`config.mk`:
```
export PLATFORM = sky130hd
export DESIGN_NAME = csr_file
export DESIGN_NICKNAME = d
export VERILOG_FILES = /design/src/logic/csr_pkg.sv /design/src/logic/csr_field_reg.sv /design/src/logic/csr_trap_state.sv /design/src/logic/csr_read_mux.sv /design/src/logic/csr_file.sv
export SDC_FILE = /design/constraint.sdc
export NUM_CORES = 1
export LEC_CHECK = 0
export ABC_AREA = 1
export CAP_MARGIN = 20
export CORE_ASPECT_RATIO = 0.75
export CORE_MARGIN = 2
export CORE_UTILIZATION = 53
export DETAILED_ROUTE_END_ITERATION = 8
export DONT_BUFFER_PORTS = 1
export GPL_ROUTABILITY_DRIVEN = 0
export PLACE_DENSITY = 0.7
export SYNTH_ARGS = -nofsm -noshare
export SYNTH_HDL_FRONTEND = slang
export SYNTH_SLANG_ARGS = --single-unit
```
`constraint.sdc`:
```
create_clock -name g_clk -period 1.6 [get_ports g_clk]
set_input_delay 0.32 -clock g_clk [delete_from_list [all_inputs] [get_ports g_clk]]
set_output_delay 0.32 -clock g_clk [all_outputs]
set_load 0.01 [all_outputs]
```
`src/logic/csr_pkg.sv`:
```
// Shared definitions for the machine-mode CSR file
// Widths, CSR addresses, reset and identity values, trap cause codes,
// access and trap structs, and the write/set/clear merge rule

package csr_pkg;

    // ------------------------------------------------------------------
    // Widths
    // ------------------------------------------------------------------
    localparam int xlen       = 32;
    localparam int csr_addr_w = 12;
    localparam int cause_w    = 6;

    // ------------------------------------------------------------------
    // Architectural addresses
    // ------------------------------------------------------------------
    localparam logic [csr_addr_w-1:0] addr_mstatus       = 12'h300;
    localparam logic [csr_addr_w-1:0] addr_misa          = 12'h301;
    localparam logic [csr_addr_w-1:0] addr_medeleg       = 12'h302;
    localparam logic [csr_addr_w-1:0] addr_mideleg       = 12'h303;
    localparam logic [csr_addr_w-1:0] addr_mie           = 12'h304;
    localparam logic [csr_addr_w-1:0] addr_mtvec         = 12'h305;
    localparam logic [csr_addr_w-1:0] addr_mcountinhibit = 12'h320;
    localparam logic [csr_addr_w-1:0] addr_mscratch      = 12'h340;
    localparam logic [csr_addr_w-1:0] addr_mepc          = 12'h341;
    localparam logic [csr_addr_w-1:0] addr_mcause        = 12'h342;
    localparam logic [csr_addr_w-1:0] addr_mtval         = 12'h343;
    localparam logic [csr_addr_w-1:0] addr_mip           = 12'h344;
    localparam logic [csr_addr_w-1:0] addr_mvendorid     = 12'hF11;
    localparam logic [csr_addr_w-1:0] addr_marchid       = 12'hF12;
    localparam logic [csr_addr_w-1:0] addr_mimpid        = 12'hF13;
    localparam logic [csr_addr_w-1:0] addr_mhartid       = 12'hF14;

    typedef logic [xlen-1:0] csr_word_t;
    typedef logic [xlen-1:2] mtvec_base_t;      // Mode bits are fixed at zero

    localparam csr_word_t mtvec_reset     = 32'hC000_0000;
    localparam csr_word_t misa_value      = 32'h4000_0105; // MXL 1, ext bits 8, 2, 0
    localparam csr_word_t mvendorid_value = '0;
    localparam csr_word_t marchid_value   = '0;
    localparam csr_word_t mimpid_value    = '0;
    localparam csr_word_t mhartid_value   = '0;

    // MSTATUS bits that hold state
    localparam int mstatus_mie_bit  = 3;
    localparam int mstatus_mpie_bit = 7;

    // Cause codes accepted on a software write to MCAUSE
    localparam logic [cause_w-1:0] cause_ialign   = 6'd0;
    localparam logic [cause_w-1:0] cause_iaccess  = 6'd1;
    localparam logic [cause_w-1:0] cause_iopcode  = 6'd2;
    localparam logic [cause_w-1:0] cause_breakpt  = 6'd3;
    localparam logic [cause_w-1:0] cause_ldalign  = 6'd4;
    localparam logic [cause_w-1:0] cause_ldaccess = 6'd5;
    localparam logic [cause_w-1:0] cause_stalign  = 6'd6;
    localparam logic [cause_w-1:0] cause_staccess = 6'd7;
    localparam logic [cause_w-1:0] cause_ecallm   = 6'd11;

    // ------------------------------------------------------------------
    // Structs
    // ------------------------------------------------------------------
    typedef struct packed {
        logic                  en;      // Read enable
        logic                  wr;
        logic                  wr_set;
        logic                  wr_clr;
        logic [csr_addr_w-1:0] addr;
        csr_word_t             wdata;
    } csr_access_t;

    typedef struct packed {
        logic               cpu;        // Exception from the pipeline
        logic               intr;
        logic [cause_w-1:0] cause;
        csr_word_t          mtval;
        csr_word_t          pc;
    } trap_event_t;

    typedef struct packed {
        logic ir;
        logic tm;
        logic cy;
    } mcountinhibit_t;

    typedef struct packed {
        logic            mie;
        logic            mpie;
        csr_word_t       mepc;          // Bit 0 always zero
        logic            mcause_int;
        logic [xlen-2:0] mcause_code;
        csr_word_t       mtval;
    } trap_regs_t;

    // New value of a written word under set, else clear, else plain write
    function automatic csr_word_t csr_merge(csr_access_t acc, csr_word_t old_word);
        if (acc.wr_set) begin
            return old_word | acc.wdata;
        end else if (acc.wr_clr) begin
            return old_word & ~acc.wdata;
        end
        return acc.wdata;
    endfunction

endpackage

```
`src/logic/csr_field_reg.sv`:
```
// Single software-writable CSR field
// Decodes its own address, merges write/set/clear into a slice of the
// word and holds the result; generic over the field type

`timescale 1ns/1ps

module csr_field_reg #(
    parameter type                            field_t     = csr_pkg::csr_word_t,
    parameter logic [csr_pkg::csr_addr_w-1:0] field_addr  = '0,
    parameter int                             field_lsb   = 0,
    parameter field_t                         field_reset = '0
) (
    input  logic                 g_clk,
    input  logic                 g_resetn,
    input  csr_pkg::csr_access_t csr,
    output field_t               value
);

    import csr_pkg::*;

    localparam int field_w = $bits(field_t);

    logic      wen;
    csr_word_t old_word;    // Current value placed at its bit position
    csr_word_t new_word;

    assign wen = csr.wr && (csr.addr == field_addr);

    always_comb begin
        old_word = '0;
        old_word[field_lsb +: field_w] = value;
        new_word = csr_merge(csr, old_word);
    end

    always_ff @(posedge g_clk) begin
        if (!g_resetn) begin
            value <= field_reset;
        end else if (wen) begin
            value <= field_t'(new_word[field_lsb +: field_w]);
        end
    end

endmodule

```
`src/logic/csr_trap_state.sv`:
```
// Trap-driven machine state
// MSTATUS.MIE/MPIE, MEPC, MCAUSE and MTVAL with trap capture, MRET
// restore, software access and the MCAUSE cause-code filter

`timescale 1ns/1ps

module csr_trap_state (
    input  logic                 g_clk,
    input  logic                 g_resetn,
    input  csr_pkg::csr_access_t csr,
    input  csr_pkg::trap_event_t trap,
    input  logic                 exec_mret,
    output csr_pkg::trap_regs_t  trap_regs,
    output csr_pkg::csr_word_t   mepc
);

    import csr_pkg::*;

    trap_regs_t regs_q;

    logic       any_trap;
    logic       wen_mstatus;
    logic       wen_mepc;
    logic       wen_mcause;
    logic       wen_mtval;
    logic       cause_ok;       // Raw write data is an implemented cause

    csr_word_t  mstatus_old;
    csr_word_t  mstatus_new;
    csr_word_t  mepc_new;
    csr_word_t  mcause_new;
    csr_word_t  mtval_new;

    // ------------------------------------------------------------------
    // Write decode
    // ------------------------------------------------------------------
    assign any_trap    = trap.intr || trap.cpu;
    assign wen_mstatus = csr.wr && (csr.addr == addr_mstatus);
    assign wen_mepc    = csr.wr && (csr.addr == addr_mepc);
    assign wen_mcause  = csr.wr && (csr.addr == addr_mcause);
    assign wen_mtval   = csr.wr && (csr.addr == addr_mtval);

    assign cause_ok = csr.wdata inside {
        xlen'(cause_ialign),  xlen'(cause_iaccess),  xlen'(cause_iopcode),
        xlen'(cause_breakpt), xlen'(cause_ldalign),  xlen'(cause_ldaccess),
        xlen'(cause_stalign), xlen'(cause_staccess), xlen'(cause_ecallm)
    };

    // Software merge of each register against its current word
    always_comb begin
        mstatus_old = '0;
        mstatus_old[mstatus_mie_bit]  = regs_q.mie;
        mstatus_old[mstatus_mpie_bit] = regs_q.mpie;
        mstatus_new = csr_merge(csr, mstatus_old);
        mepc_new    = csr_merge(csr, regs_q.mepc);
        mcause_new  = csr_merge(csr, {regs_q.mcause_int, regs_q.mcause_code});
        mtval_new   = csr_merge(csr, regs_q.mtval);
    end

    // ------------------------------------------------------------------
    // State update with interrupt above exception above MRET above software
    // ------------------------------------------------------------------
    always_ff @(posedge g_clk) begin
        if (!g_resetn) begin
            regs_q <= '0;
        end else if (any_trap) begin
            regs_q.mie         <= 1'b0;
            regs_q.mpie        <= regs_q.mie;
            regs_q.mepc        <= {trap.pc[xlen-1:1], 1'b0};
            regs_q.mcause_int  <= trap.intr;
            regs_q.mcause_code <= (xlen-1)'(trap.cause);
            if (!trap.intr) begin
                regs_q.mtval <= trap.mtval;         // Interrupts keep MTVAL
            end
        end else if (exec_mret) begin
            regs_q.mie  <= regs_q.mpie;
            regs_q.mpie <= 1'b0;
        end else begin
            if (wen_mstatus) begin
                regs_q.mie  <= mstatus_new[mstatus_mie_bit];
                regs_q.mpie <= mstatus_new[mstatus_mpie_bit];
            end
            if (wen_mepc) begin
                regs_q.mepc <= {mepc_new[xlen-1:1], 1'b0};
            end
            if (wen_mcause && cause_ok) begin
                regs_q.mcause_int  <= 1'b0;  // Software can only set exception causes
                regs_q.mcause_code <= mcause_new[xlen-2:0];
            end
            if (wen_mtval) begin
                regs_q.mtval <= mtval_new;
            end
        end
    end

    // ------------------------------------------------------------------
    // Outputs
    // ------------------------------------------------------------------
    assign trap_regs = regs_q;
    assign mepc      = regs_q.mepc;     // Return address to fetch

endmodule

```
`src/logic/csr_read_mux.sv`:
```
// CSR read port
// Builds every architectural register word from the held state and the
// constants, then selects one by address

`timescale 1ns/1ps

module csr_read_mux (
    input  csr_pkg::csr_access_t    csr,
    input  csr_pkg::trap_regs_t     trap_regs,
    input  csr_pkg::csr_word_t      mscratch,
    input  csr_pkg::mtvec_base_t    mtvec_base,
    input  csr_pkg::mcountinhibit_t mcountinhibit,
    output csr_pkg::csr_word_t      rdata
);

    import csr_pkg::*;

    csr_word_t mstatus_word;
    csr_word_t mtvec_word;
    csr_word_t mcountinhibit_word;
    csr_word_t mcause_word;

    // ------------------------------------------------------------------
    // Word assembly
    // ------------------------------------------------------------------
    always_comb begin
        mstatus_word = '0;      // Only MIE and MPIE are implemented
        mstatus_word[mstatus_mie_bit]  = trap_regs.mie;
        mstatus_word[mstatus_mpie_bit] = trap_regs.mpie;
    end

    assign mtvec_word         = {mtvec_base, 2'b00};   // Direct mode only
    assign mcountinhibit_word = xlen'(mcountinhibit);
    assign mcause_word        = {trap_regs.mcause_int, trap_regs.mcause_code};

    // ------------------------------------------------------------------
    // Address select
    // ------------------------------------------------------------------
    always_comb begin
        rdata = '0;
        if (csr.en) begin
            case (csr.addr)
                addr_mstatus:       rdata = mstatus_word;
                addr_misa:          rdata = misa_value;
                addr_medeleg:       rdata = '0;     // No delegation
                addr_mideleg:       rdata = '0;
                addr_mie:           rdata = '0;     // No interrupt sources wired
                addr_mip:           rdata = '0;
                addr_mtvec:         rdata = mtvec_word;
                addr_mcountinhibit: rdata = mcountinhibit_word;
                addr_mscratch:      rdata = mscratch;
                addr_mepc:          rdata = trap_regs.mepc;
                addr_mcause:        rdata = mcause_word;
                addr_mtval:         rdata = trap_regs.mtval;
                addr_mvendorid:     rdata = mvendorid_value;
                addr_marchid:       rdata = marchid_value;
                addr_mimpid:        rdata = mimpid_value;
                addr_mhartid:       rdata = mhartid_value;
                default:            rdata = '0;     // Unknown address
            endcase
        end
    end

endmodule

```
`src/logic/csr_file.sv`:
```
// Machine-mode CSR file top level
// Three software fields, the trap state and the read decoder

`timescale 1ns/1ps

module csr_file (
    input  logic                 g_clk,
    input  logic                 g_resetn,
    input  csr_pkg::csr_access_t csr,
    input  csr_pkg::trap_event_t trap,
    input  logic                 exec_mret,
    output csr_pkg::csr_word_t   csr_rdata,
    output csr_pkg::csr_word_t   csr_mepc,
    output csr_pkg::csr_word_t   csr_mtvec
);

    import csr_pkg::*;

    csr_word_t      mscratch;
    mtvec_base_t    mtvec_base;
    mcountinhibit_t mcountinhibit;
    trap_regs_t     trap_regs;

    // ------------------------------------------------------------------
    // Software fields
    // ------------------------------------------------------------------
    csr_field_reg #(
        .field_t     (csr_word_t),
        .field_addr  (addr_mscratch),
        .field_lsb   (0),
        .field_reset ('0)
    ) u_mscratch (
        .g_clk    (g_clk),
        .g_resetn (g_resetn),
        .csr      (csr),
        .value    (mscratch)
    );

    csr_field_reg #(
        .field_t     (mtvec_base_t),
        .field_addr  (addr_mtvec),
        .field_lsb   (2),
        .field_reset (mtvec_base_t'(mtvec_reset[xlen-1:2]))
    ) u_mtvec (
        .g_clk    (g_clk),
        .g_resetn (g_resetn),
        .csr      (csr),
        .value    (mtvec_base)
    );

    csr_field_reg #(
        .field_t     (mcountinhibit_t),
        .field_addr  (addr_mcountinhibit),
        .field_lsb   (0),
        .field_reset ('0)
    ) u_mcountinhibit (
        .g_clk    (g_clk),
        .g_resetn (g_resetn),
        .csr      (csr),
        .value    (mcountinhibit)
    );

    // ------------------------------------------------------------------
    // Trap state and read port
    // ------------------------------------------------------------------
    csr_trap_state u_trap_state (
        .g_clk     (g_clk),
        .g_resetn  (g_resetn),
        .csr       (csr),
        .trap      (trap),
        .exec_mret (exec_mret),
        .trap_regs (trap_regs),
        .mepc      (csr_mepc)
    );

    csr_read_mux u_read_mux (
        .csr           (csr),
        .trap_regs     (trap_regs),
        .mscratch      (mscratch),
        .mtvec_base    (mtvec_base),
        .mcountinhibit (mcountinhibit),
        .rdata         (csr_rdata)
    );

    assign csr_mtvec = {mtvec_base, 2'b00};     // Trap vector to fetch

endmodule

```
==> results of run 1 <==
[layout make-up]
type | count | area (um2)
flip-flops and latches | 162 | 3250
multi-input cells | 1267 | 6020
inverters | 121 | 495
clock buffers | 19 | 443
fillers | 1711 | 6440
clock inverters | 10 | 66.3
well taps | 247 | 309
repair buffers | 130 | 1430
[where the power goes]
group	total, mW	internal (mW)	switching, mW
logic	1.27	0.437	0.835
registers	4.27	4.14	0.126
clock network	3.74	1.99	1.75
total	9.28	6.57	2.71
[per-stage QoR]
stage	power (mW)	hold slack, ns	TNS, ns
2_1_floorplan	5.18	0.429	-2.85
3_3_place_gp	5.51	0.415	-21.82
3_5_place_dp	5.53	0.419	-26.03
4_1_cts	9.19	0.00377	-5.76
5_1_grt	9.55	0.00683	-10.12
6_report	9.28	0.00846	-8.06
[how the worst max path moves through the flow]
stage,from,depth (start not counted),slack (ns),to
floorplan,csr[43],10,-0.11,csr_rdata[11]
global placement,csr[35],8,-0.29,csr_rdata[22]
detailed placement,csr[35],8,-0.34,csr_rdata[22]
CTS,csr[42],12,-0.22,csr_rdata[31]
global route,csr[35],11,-0.40,csr_rdata[31]
finish,csr[35],11,-0.33,csr_rdata[31]
[kinds of logic (layout without fill, tap and decap cells)]
logic type	after synthesis	count (layout)	synth area share
buffers and inverters	252	280	0.118
other	1	3	0.000376
and+or+nand+nor	982	982	0.414
AOI/OAI and AO/OA	282	282	0.142
DFF	162	162	0.325
[cell usage after synthesis]
cell,count,area (um2)
nor2_2,2,12.5
nand2b_1,1,6.26
nor2_1,193,724
buf_1,6,22.5
inv_2,12,45.0
nand4_4,1,21.3
a22oi_1,3,22.5
buf_2,29,145
nand2_4,1,11.3
clkbuf_1,46,173
nand4_2,1,12.5
o211ai_1,1,7.51
buf_4,47,353
conb_1,1,3.75
nor2_4,8,90.1
nand3_1,206,1030
nand2_2,5,31.3
dfxtp_1,162,3240
o21ai_1,4,20.0
nor3_2,1,10.0
o21ai_0,142,711
buf_6,3,33.8
nand3_2,3,30.0
nand4_1,12,75.1
nor3_1,2,10.0
inv_1,109,409
nand2_1,545,2050
nor3_4,1,16.3
a21oi_1,132,661
[worst max-delay path: stages]
cell     delay [ns]
inv_1          0.11
nand2_4        0.10
nor2_4         0.17
nand3_1        0.14
nand2_1        0.08
nor2_1         0.04
nand2_1        0.09
nand2_4        0.08
buf_12         0.18
nor2_1         0.12
buf_4          0.13
[metal layers]
| layer | part of all wire | track usage | vias up |
|---|---|---|---|
| met1 | 0.41 | 0.539 | 5208 |
| met4 | 0.034 | 0.132 | 0 |
| met2 | 0.40 | 0.539 | 822 |
| li1 | - | - | 5400 |
| met3 | 0.16 | 0.165 | 118 |
| met5 | 0 | 0 | - |
[what timing repair did]
action	in CTS	in global routing
gates cloned	4	0
hold buffers	1	0
setup endpoints to repair	32	32
endpoints found under the hold margin	4	0
resized for setup	58	39
setup buffers	4	11
pin swaps	14	26
==> results.sh, run 1 <==
export IMPL_path_class="in2out"
export IMPL_dp_hpwl_mm=27.5
export IMPL_root_buffer="clkbuf_16"
export IMPL_grt_pass1_wl_mm=58.6
export IMPL_core_um2=18500
export IMPL_diodes=0
export IMPL_startpoint_type="input port"
export IMPL_ant_nets=0
export IMPL_vdd_drop_max_v=0.000582
export IMPL_grt_pass1_vias=10200
export IMPL_fin_skew_ns=0.000876
export IMPL_final_common_cell="nand2_1"
export IMPL_rsz0062_at_grt="yes"
export IMPL_status="finished with violations"
export IMPL_final_area_um2=12000
export IMPL_dpl_cell_count=1909
export IMPL_grt_antenna_before_repair=0
export IMPL_hold_depth=2
export IMPL_drc=0
export IMPL_die_width_um=162
export IMPL_period_minus_slack_ns=1.93
export IMPL_worstReg2RegEnd="u_trap_state.mepc[22]$_SDFFE_PN0P_"
export IMPL_start_util=0.541
export IMPL_power_density_nw_per_um2=772
export IMPL_port_buffers=0
export IMPL_wl_mm=39.9
export IMPL_drt_iter0_markers=1919
export IMPL_die_area_um2=19900
export IMPL_maxCapViolCount=0
export IMPL_final_hold_viol_count=0
export IMPL_cts_tree="yes"
export IMPL_top_level_ports=219
export IMPL_arrival_ns=1.61
export IMPL_hold_class="in2reg"
export IMPL_clk_path_buf_depth=2
export IMPL_grt_usage=0.389
export IMPL_syn_inst=1679
export IMPL_die_height_um=123
export IMPL_dr_pass1_iters=6
export IMPL_final_max_slew_violation_count=0
export IMPL_dpl_instance_area_um2=11000
export IMPL_min_to="u_trap_state.trap_regs[26]$_SDFFE_PN0P_"
export IMPL_layout_nets=1822
export IMPL_total_leakage_power_nw=5.27
export IMPL_synthesis_area_um2=9980
export IMPL_syn_avg_cell_area_um2=5.94
export IMPL_drive_gt1_frac=0.169
export IMPL_cp_required_ns=1.28
export IMPL_clock_sinks=162
export IMPL_ff2ff_setup_slack_ns=0.17
export IMPL_area_growth_syn_to_layout_pct=20.4
export IMPL_period_share=1.20
export IMPL_r2r_start="u_trap_state.mepc[22]$_SDFFE_PN0P_"
export IMPL_synth_yosys_seq_area_share=0.325
export IMPL_vias_per_cell=5.90
export IMPL_path_max_fanout=24
export IMPL_layoutNonFillerInstCount=1956
export IMPL_min_from="g_resetn"
export IMPL_relSlewSlack=0.575
export IMPL_layout_common_cells="nand2_1, nand3_1, dfxtp_1, nor2_1, o21ai_0"
export IMPL_num_vias=11500
export IMPL_clk_latency_ns=0.43
export IMPL_path_clk_slew_ns=0.06
export IMPL_ff2ff_path_depth=8
export IMPL_worst_pin_slew_ns=0.638
export IMPL_ys_ff_latch=162
export IMPL_dp_slack_ns=-0.341
export IMPL_cts_made_buffers=17
export IMPL_placementRows=43
export IMPL_synth_cell_type_count=29
export IMPL_end_kind="output port"
export IMPL_cts_max_level=4
export IMPL_wl_per_cell_um=20.4
export IMPL_setup_ws_ns=-0.326
export IMPL_final_core_util=0.651
export IMPL_globalRouteOverflowTotal=0
export IMPL_setup_viol=32
export IMPL_ys_warn_count=0
export IMPL_fmax_mhz=519
export IMPL_grt_max_degree=55
export IMPL_violations="negative setup slack"
No activity file was read; power rests on OpenSTA's default activity.
==> inputs of run 2 (changes only) <==
--- a/config.mk
+++ b/config.mk
@@ -7,7 +7,7 @@
 export LEC_CHECK = 0
 export ABC_AREA = 1
 export CAP_MARGIN = 20
-export CORE_ASPECT_RATIO = 0.75
+export CORE_ASPECT_RATIO = 1.5
 export CORE_MARGIN = 2
 export CORE_UTILIZATION = 53
 export DETAILED_ROUTE_END_ITERATION = 8
==> run 2 against run 1 <==
  * The flow still finishes with violations (negative setup slack)
  * First-iteration DRC count shrank 34%
  * Die area is essentially flat
  * Clock-buffer cell count shrank 1
  * Via count grew 3.7%
  * Fmax shrank 0.77%
  * Critical path type unchanged
  * Critical endpoint unchanged
==> results.sh, run 2 (synthesized netlist as in run 1, its figures left out) <==
export IMPL_final_area_um2=12700
export IMPL_clock_sinks=162
export IMPL_root_buffer="clkbuf_16"
export IMPL_power_mw=9.87
export IMPL_ff2ff_setup_slack_ns=0.01
export IMPL_slowest_stage="buf_4"
export IMPL_clk_latency_ns=0.44
export IMPL_dp_hpwl_mm=28.0
export IMPL_layout_common_cells="nand2_1, nand3_1, dfxtp_1, nor2_1, a21oi_1"
export IMPL_end_kind="output port"
export IMPL_vias_per_cell=6.04
export IMPL_start_util=0.540
export IMPL_dr_pass1_iters=8
export IMPL_fin_skew_ns=0.00439
export IMPL_power_internal_mw=6.98
export IMPL_die_width_um=116
export IMPL_grt_antenna_before_repair=0
export IMPL_min_from="g_resetn"
export IMPL_drive_gt1_frac=0.207
export IMPL_fmax_mhz=515
export IMPL_vdd_drop_max_v=0.000525
export IMPL_top_level_ports=219
export IMPL_status="finished with violations"
export IMPL_setup_viol=32
export IMPL_hold_class="in2reg"
export IMPL_die_area_um2=20000
export IMPL_diodes=0
export IMPL_wl_per_cell_um=21.3
export IMPL_total_leakage_power_nw=5.64
export IMPL_min_to="u_trap_state.trap_regs[13]$_SDFFE_PN0P_"
export IMPL_path_class="in2out"
export IMPL_p_sw_frac=0.293
export IMPL_ant_nets=0
export IMPL_cp_required_ns=1.28
export IMPL_area_growth_syn_to_layout_pct=26.9
export IMPL_final_common_cell="nand2_1"
export IMPL_grt_pass1_vias=11200
export IMPL_dpl_instance_area_um2=11100
export IMPL_drc=0
export IMPL_globalRouteOverflowTotal=0
export IMPL_arrival_ns=1.62
export IMPL_grt_max_degree=113
export IMPL_period_minus_slack_ns=1.94
export IMPL_path_cells="nor2_4 -> nand2_4 -> buf_4 -> nor2_4 -> buf_6 -> nand3_1 -> nand3_1 -> nor2_1 -> nor2_1 -> buf_4"
export IMPL_cts_max_level=4
export IMPL_r2r_start="u_trap_state.mepc[9]$_SDFFE_PN0P_"
export IMPL_hold_ws_ns=0.00242
export IMPL_wl_mm=42.4
export IMPL_hold_depth=2
export IMPL_power_density_nw_per_um2=780
export IMPL_crit_path_max_incr_delay_ns=0.17
export IMPL_path_max_fanout=5
export IMPL_die_height_um=172
export IMPL_core_um2=18500
export IMPL_ff2ff_path_depth=8
export IMPL_pwr_share_seq=0.433
export IMPL_worst_pin_slew_ns=0.633
export IMPL_rsz0062_at_grt="yes"
export IMPL_cts_tree="yes"
export IMPL_drt_iter0_markers=1276
export IMPL_worstReg2RegEnd="u_trap_state.mepc[9]$_SDFFE_PN0P_"
export IMPL_setup_ws_ns=-0.341
export IMPL_port_buffers=0
export IMPL_grt_usage=0.407
export IMPL_switching_power_mw=2.89
export IMPL_violations="negative setup slack"
export IMPL_power_frac_clock=0.435
export IMPL_cp_startpoint="csr[42]"
export IMPL_layout_nets=1842
export IMPL_cts_made_buffers=17
export IMPL_grt_pass1_wl_mm=60.8
export IMPL_startpoint_type="input port"
export IMPL_maxCapViolCount=0
export IMPL_relSlewSlack=0.578
export IMPL_comb_power_share=0.132
export IMPL_placementRows=61
export IMPL_final_max_slew_violation_count=0
export IMPL_clk_path_buf_depth=2
export IMPL_final_hold_viol_count=0
export IMPL_num_vias=12000
export IMPL_fin_tns_setup_ns=-9.33
export IMPL_period_share=1.21
export IMPL_path_clk_slew_ns=0.07
-- run 2: cell types whose count changed in the layout (fill, tap and decap cells not counted), sizes merged --
cell,delta
buf,+14
inv,+7
clkinv,-6
dlygate4sd3,+5
bufbuf,-2
bufinv,+2
clkbuf,+2
clkinvlp,+1
-- run 2: final cells by class --
| class | instances | area (um2) |
|---|---|---|
| clock buffer | 18 | 439 |
| clock inverter | 14 | 166 |
| fill | 1654 | 5810 |
| inverter | 121 | 504 |
| multi-input combinational | 1267 | 6300 |
| sequential | 162 | 3240 |
| tap | 252 | 315 |
| timing repair buffer | 150 | 1690 |
-- run 2: metal layers --
layer	wire length, um	up-vias	track usage	part of all wire
met5	0	-	0	0
met4	3850	0	0.307	0.091
met3	4620	268	0.106	0.11
met2	19800	819	0.670	0.47
met1	14100	5441	0.444	0.33
li1	-	5452	-	-
-- run 2: repair_timing --
action,4_1_cts,5_1_grt
hold buffers,5,1
pin swaps,17,55
cloned,1,3
endpoints found under the hold margin,5,2
buffers inserted,9,15
setup endpoints to repair,32,34
resized for setup,93,98
-- run 2: power by group through the flow --
stage	clock network, mW	logic (mW)	registers [mW]
3_3_place_gp	0	1.15	4.35
4_1_cts	4.29	1.23	4.26
5_1_grt	4.45	1.42	4.28
2_1_floorplan	0	0.882	4.30
3_5_place_dp	0	1.17	4.35
6_report	4.30	1.30	4.27
-- run 2: worst max path at each step --
stage | to | depth (start not counted) | slack, ns
2_1_floorplan | csr_rdata[11] | 10 | -0.11
3_3_place_gp | csr_rdata[11] | 8 | -0.31
3_5_place_dp | csr_rdata[11] | 8 | -0.32
4_1_cts | csr_rdata[31] | 11 | -0.23
5_1_grt | csr_rdata[3] | 10 | -0.43
6_report | csr_rdata[31] | 10 | -0.34
-- run 2: through the flow --
stage	instances	setup WS, ns	util
2_1_floorplan	1681	-0.106	-
3_5_place_dp	1920	-0.319	0.599
4_1_cts	1966	-0.226	0.654
3_3_place_gp	1920	-0.310	0.599
5_1_grt	1984	-0.427	0.686
6_report	1984	-0.341	0.686
-- run 2: critical path: cells and delay by family --
family        cells  cell delay (ns)
buf+inv           3             0.47
simple gates      7             0.83
==> inputs of run 3 (changes only) <==
--- a/config.mk
+++ b/config.mk
@@ -13,7 +13,7 @@
 export DETAILED_ROUTE_END_ITERATION = 8
 export DONT_BUFFER_PORTS = 1
 export GPL_ROUTABILITY_DRIVEN = 0
-export PLACE_DENSITY = 0.7
+export PLACE_DENSITY = 0.73
 export SYNTH_ARGS = -nofsm -noshare
 export SYNTH_HDL_FRONTEND = slang
 export SYNTH_SLANG_ARGS = --single-unit
==> run 3 against run 2 <==
  * The run still ends with negative setup slack left
  * Final cell count decreased by 0.10%
  * Global-route usage decreased by 0.61 points
  * Via count decreased by 1.7%
  * Clock-buffer cell count increased by 1
  * Sequential cell count unchanged
  * Clock skew decreased by 0.0043 ns
  * Critical path type unchanged
  * Critical endpoint unchanged
  * Largest cell class unchanged
  * Largest power group is now registers
==> results.sh, run 3 (synthesized netlist as in run 1, its figures left out) <==
export IMPL_seq_area_um2=3240
export IMPL_multiInputGateArea_um2=6040
export IMPL_final_common_cell="nand2_1"
export IMPL_r2r_start="u_trap_state.mepc[22]$_SDFFE_PN0P_"
export IMPL_die_area_um2=20000
export IMPL_min_to="u_trap_state.trap_regs[26]$_SDFFE_PN0P_"
export IMPL_period_share=1.18
export IMPL_clk_path_buf_depth=2
export IMPL_core_um2=18500
export IMPL_num_vias=11800
export IMPL_diodes=0
export IMPL_grt_pass1_vias=11000
export IMPL_dp_hpwl_mm=27.7
export IMPL_wl_mm=40.8
export IMPL_vias_per_cell=5.94
export IMPL_ff2ff_path_depth=8
export IMPL_worstReg2RegEnd="u_trap_state.mepc[22]$_SDFFE_PN0P_"
export IMPL_layout_common_cells="nand2_1, nand3_1, dfxtp_1, nor2_1, o21ai_0"
export IMPL_path_cells="nor2_4 -> nand2_4 -> nor2_4 -> nand2_2 -> nor2_4 -> buf_12 -> buf_12 -> nand2_2 -> nand2_1 -> nor2_1 -> nor2_1 -> buf_4"
export IMPL_power_mw=9.76
export IMPL_hold_depth=2
export IMPL_end_kind="output port"
export IMPL_relSlewSlack=0.566
export IMPL_cts_tree="yes"
export IMPL_path_common_cell="nor2_4"
export IMPL_arrival_ns=1.57
export IMPL_final_hold_viol_count=0
export IMPL_vdd_drop_max_v=0.000650
export IMPL_final_max_slew_violation_count=0
export IMPL_layoutNonFillerInstCount=1982
export IMPL_cts_made_buffers=17
export IMPL_path_max_fanout=8
export IMPL_cp_required_ns=1.28
export IMPL_top_level_ports=219
export IMPL_die_height_um=172
export IMPL_grt_usage=0.401
export IMPL_root_buffer="clkbuf_16"
export IMPL_dr_pass1_iters=6
export IMPL_fmax_mhz=529
export IMPL_violations="negative setup slack"
export IMPL_min_from="g_resetn"
export IMPL_grt_max_degree=96
export IMPL_grt_antenna_before_repair=0
export IMPL_die_width_um=116
export IMPL_maxCapViolCount=0
export IMPL_worst_pin_slew_ns=0.649
export IMPL_setup_ws_ns=-0.290
export IMPL_hold_class="in2reg"
export IMPL_dpl_cell_count=1931
export IMPL_path_class="in2out"
export IMPL_cts_max_level=4
export IMPL_ant_nets=0
export IMPL_clk_latency_ns=0.44
export IMPL_power_density_nw_per_um2=793
export IMPL_grt_pass1_wl_mm=60.0
export IMPL_placementRows=61
export IMPL_clock_sinks=162
export IMPL_drt_iter0_markers=1341
export IMPL_ff2ff_setup_slack_ns=0.17
export IMPL_globalRouteOverflowTotal=0
export IMPL_fill_cells=1686
export IMPL_drc=0
export IMPL_startpoint_type="input port"
export IMPL_start_util=0.540
export IMPL_layout_nets=1840
export IMPL_wl_per_cell_um=20.6
export IMPL_rsz0062_at_grt="yes"
export IMPL_area_growth_syn_to_layout_pct=23.4
export IMPL_fin_skew_ns=0.0000945
export IMPL_total_leakage_power_nw=5.38
export IMPL_status="finished with violations"
export IMPL_setup_viol=32
export IMPL_port_buffers=0
export IMPL_period_minus_slack_ns=1.89
export IMPL_slowest_stage="nor2_4"
export IMPL_crit_path_max_incr_delay_ns=0.15
export IMPL_drive_gt1_frac=0.182
export IMPL_path_clk_slew_ns=0.06
[run 3: worst max-delay path by stage]
stage | from | cells past startpoint | end
after floorplan | csr[43] | 10 | csr_rdata[11]
after global placement | csr[39] | 10 | csr_rdata[31]
after detailed placement | csr[35] | 10 | csr_rdata[25]
after CTS | csr[42] | 10 | csr_rdata[31]
after global routing | csr[35] | 12 | csr_rdata[31]
final | csr[42] | 12 | csr_rdata[31]
[run 3: layout make-up]
class,instances,area share
Multi-Input combinational cell,1267,0.490
Sequential cell,162,0.263
Timing Repair Buffer,148,0.132
Inverter,121,0.0403
Clock buffer,19,0.0352
Tap cell,252,0.0256
Clock inverter,13,0.0129
[run 3: stage by stage]
stage          TNS [ns]  setup slack [ns]   util  hold WS, ns  area, um2
2_1_floorplan     -2.85            -0.106      -        0.429      10300
3_3_place_gp     -20.25            -0.314  0.600        0.417      11100
3_5_place_dp     -25.11            -0.315  0.600        0.418      11100
4_1_cts           -7.12            -0.260  0.660      0.00139      12200
5_1_grt           -9.41            -0.340  0.667      0.00481      12300
6_report          -7.72            -0.290  0.667       0.0131      12300
[run 3: critical path, delay by kind of cell]
kind / cells / cell delay, ns
buffers and inverters: 3 / 0.43
and+or+nand+nor: 9 / 0.82
[run 3: power by group]
group	internal, mW	switching, mW
Sequential	4.14	0.116
Combinational	0.437	0.840
Clock	2.45	1.77
Total	7.03	2.73
[run 3: layer usage]
metal	vias up	track usage	share of wire
met5	-	0	0
met4	0	0.324	0.097
met3	245	0.118	0.11
met2	785	0.650	0.46
met1	5308	0.428	0.33
li1	5442	-	-
[run 3: timing repair]
item	in CTS	in global routing
hold buffers	4	0
buffers inserted	9	2
pin swaps	52	13
cloned	4	1
setup endpoints to repair	32	32
gates resized for setup	89	26
hold endpoints to repair	8	0
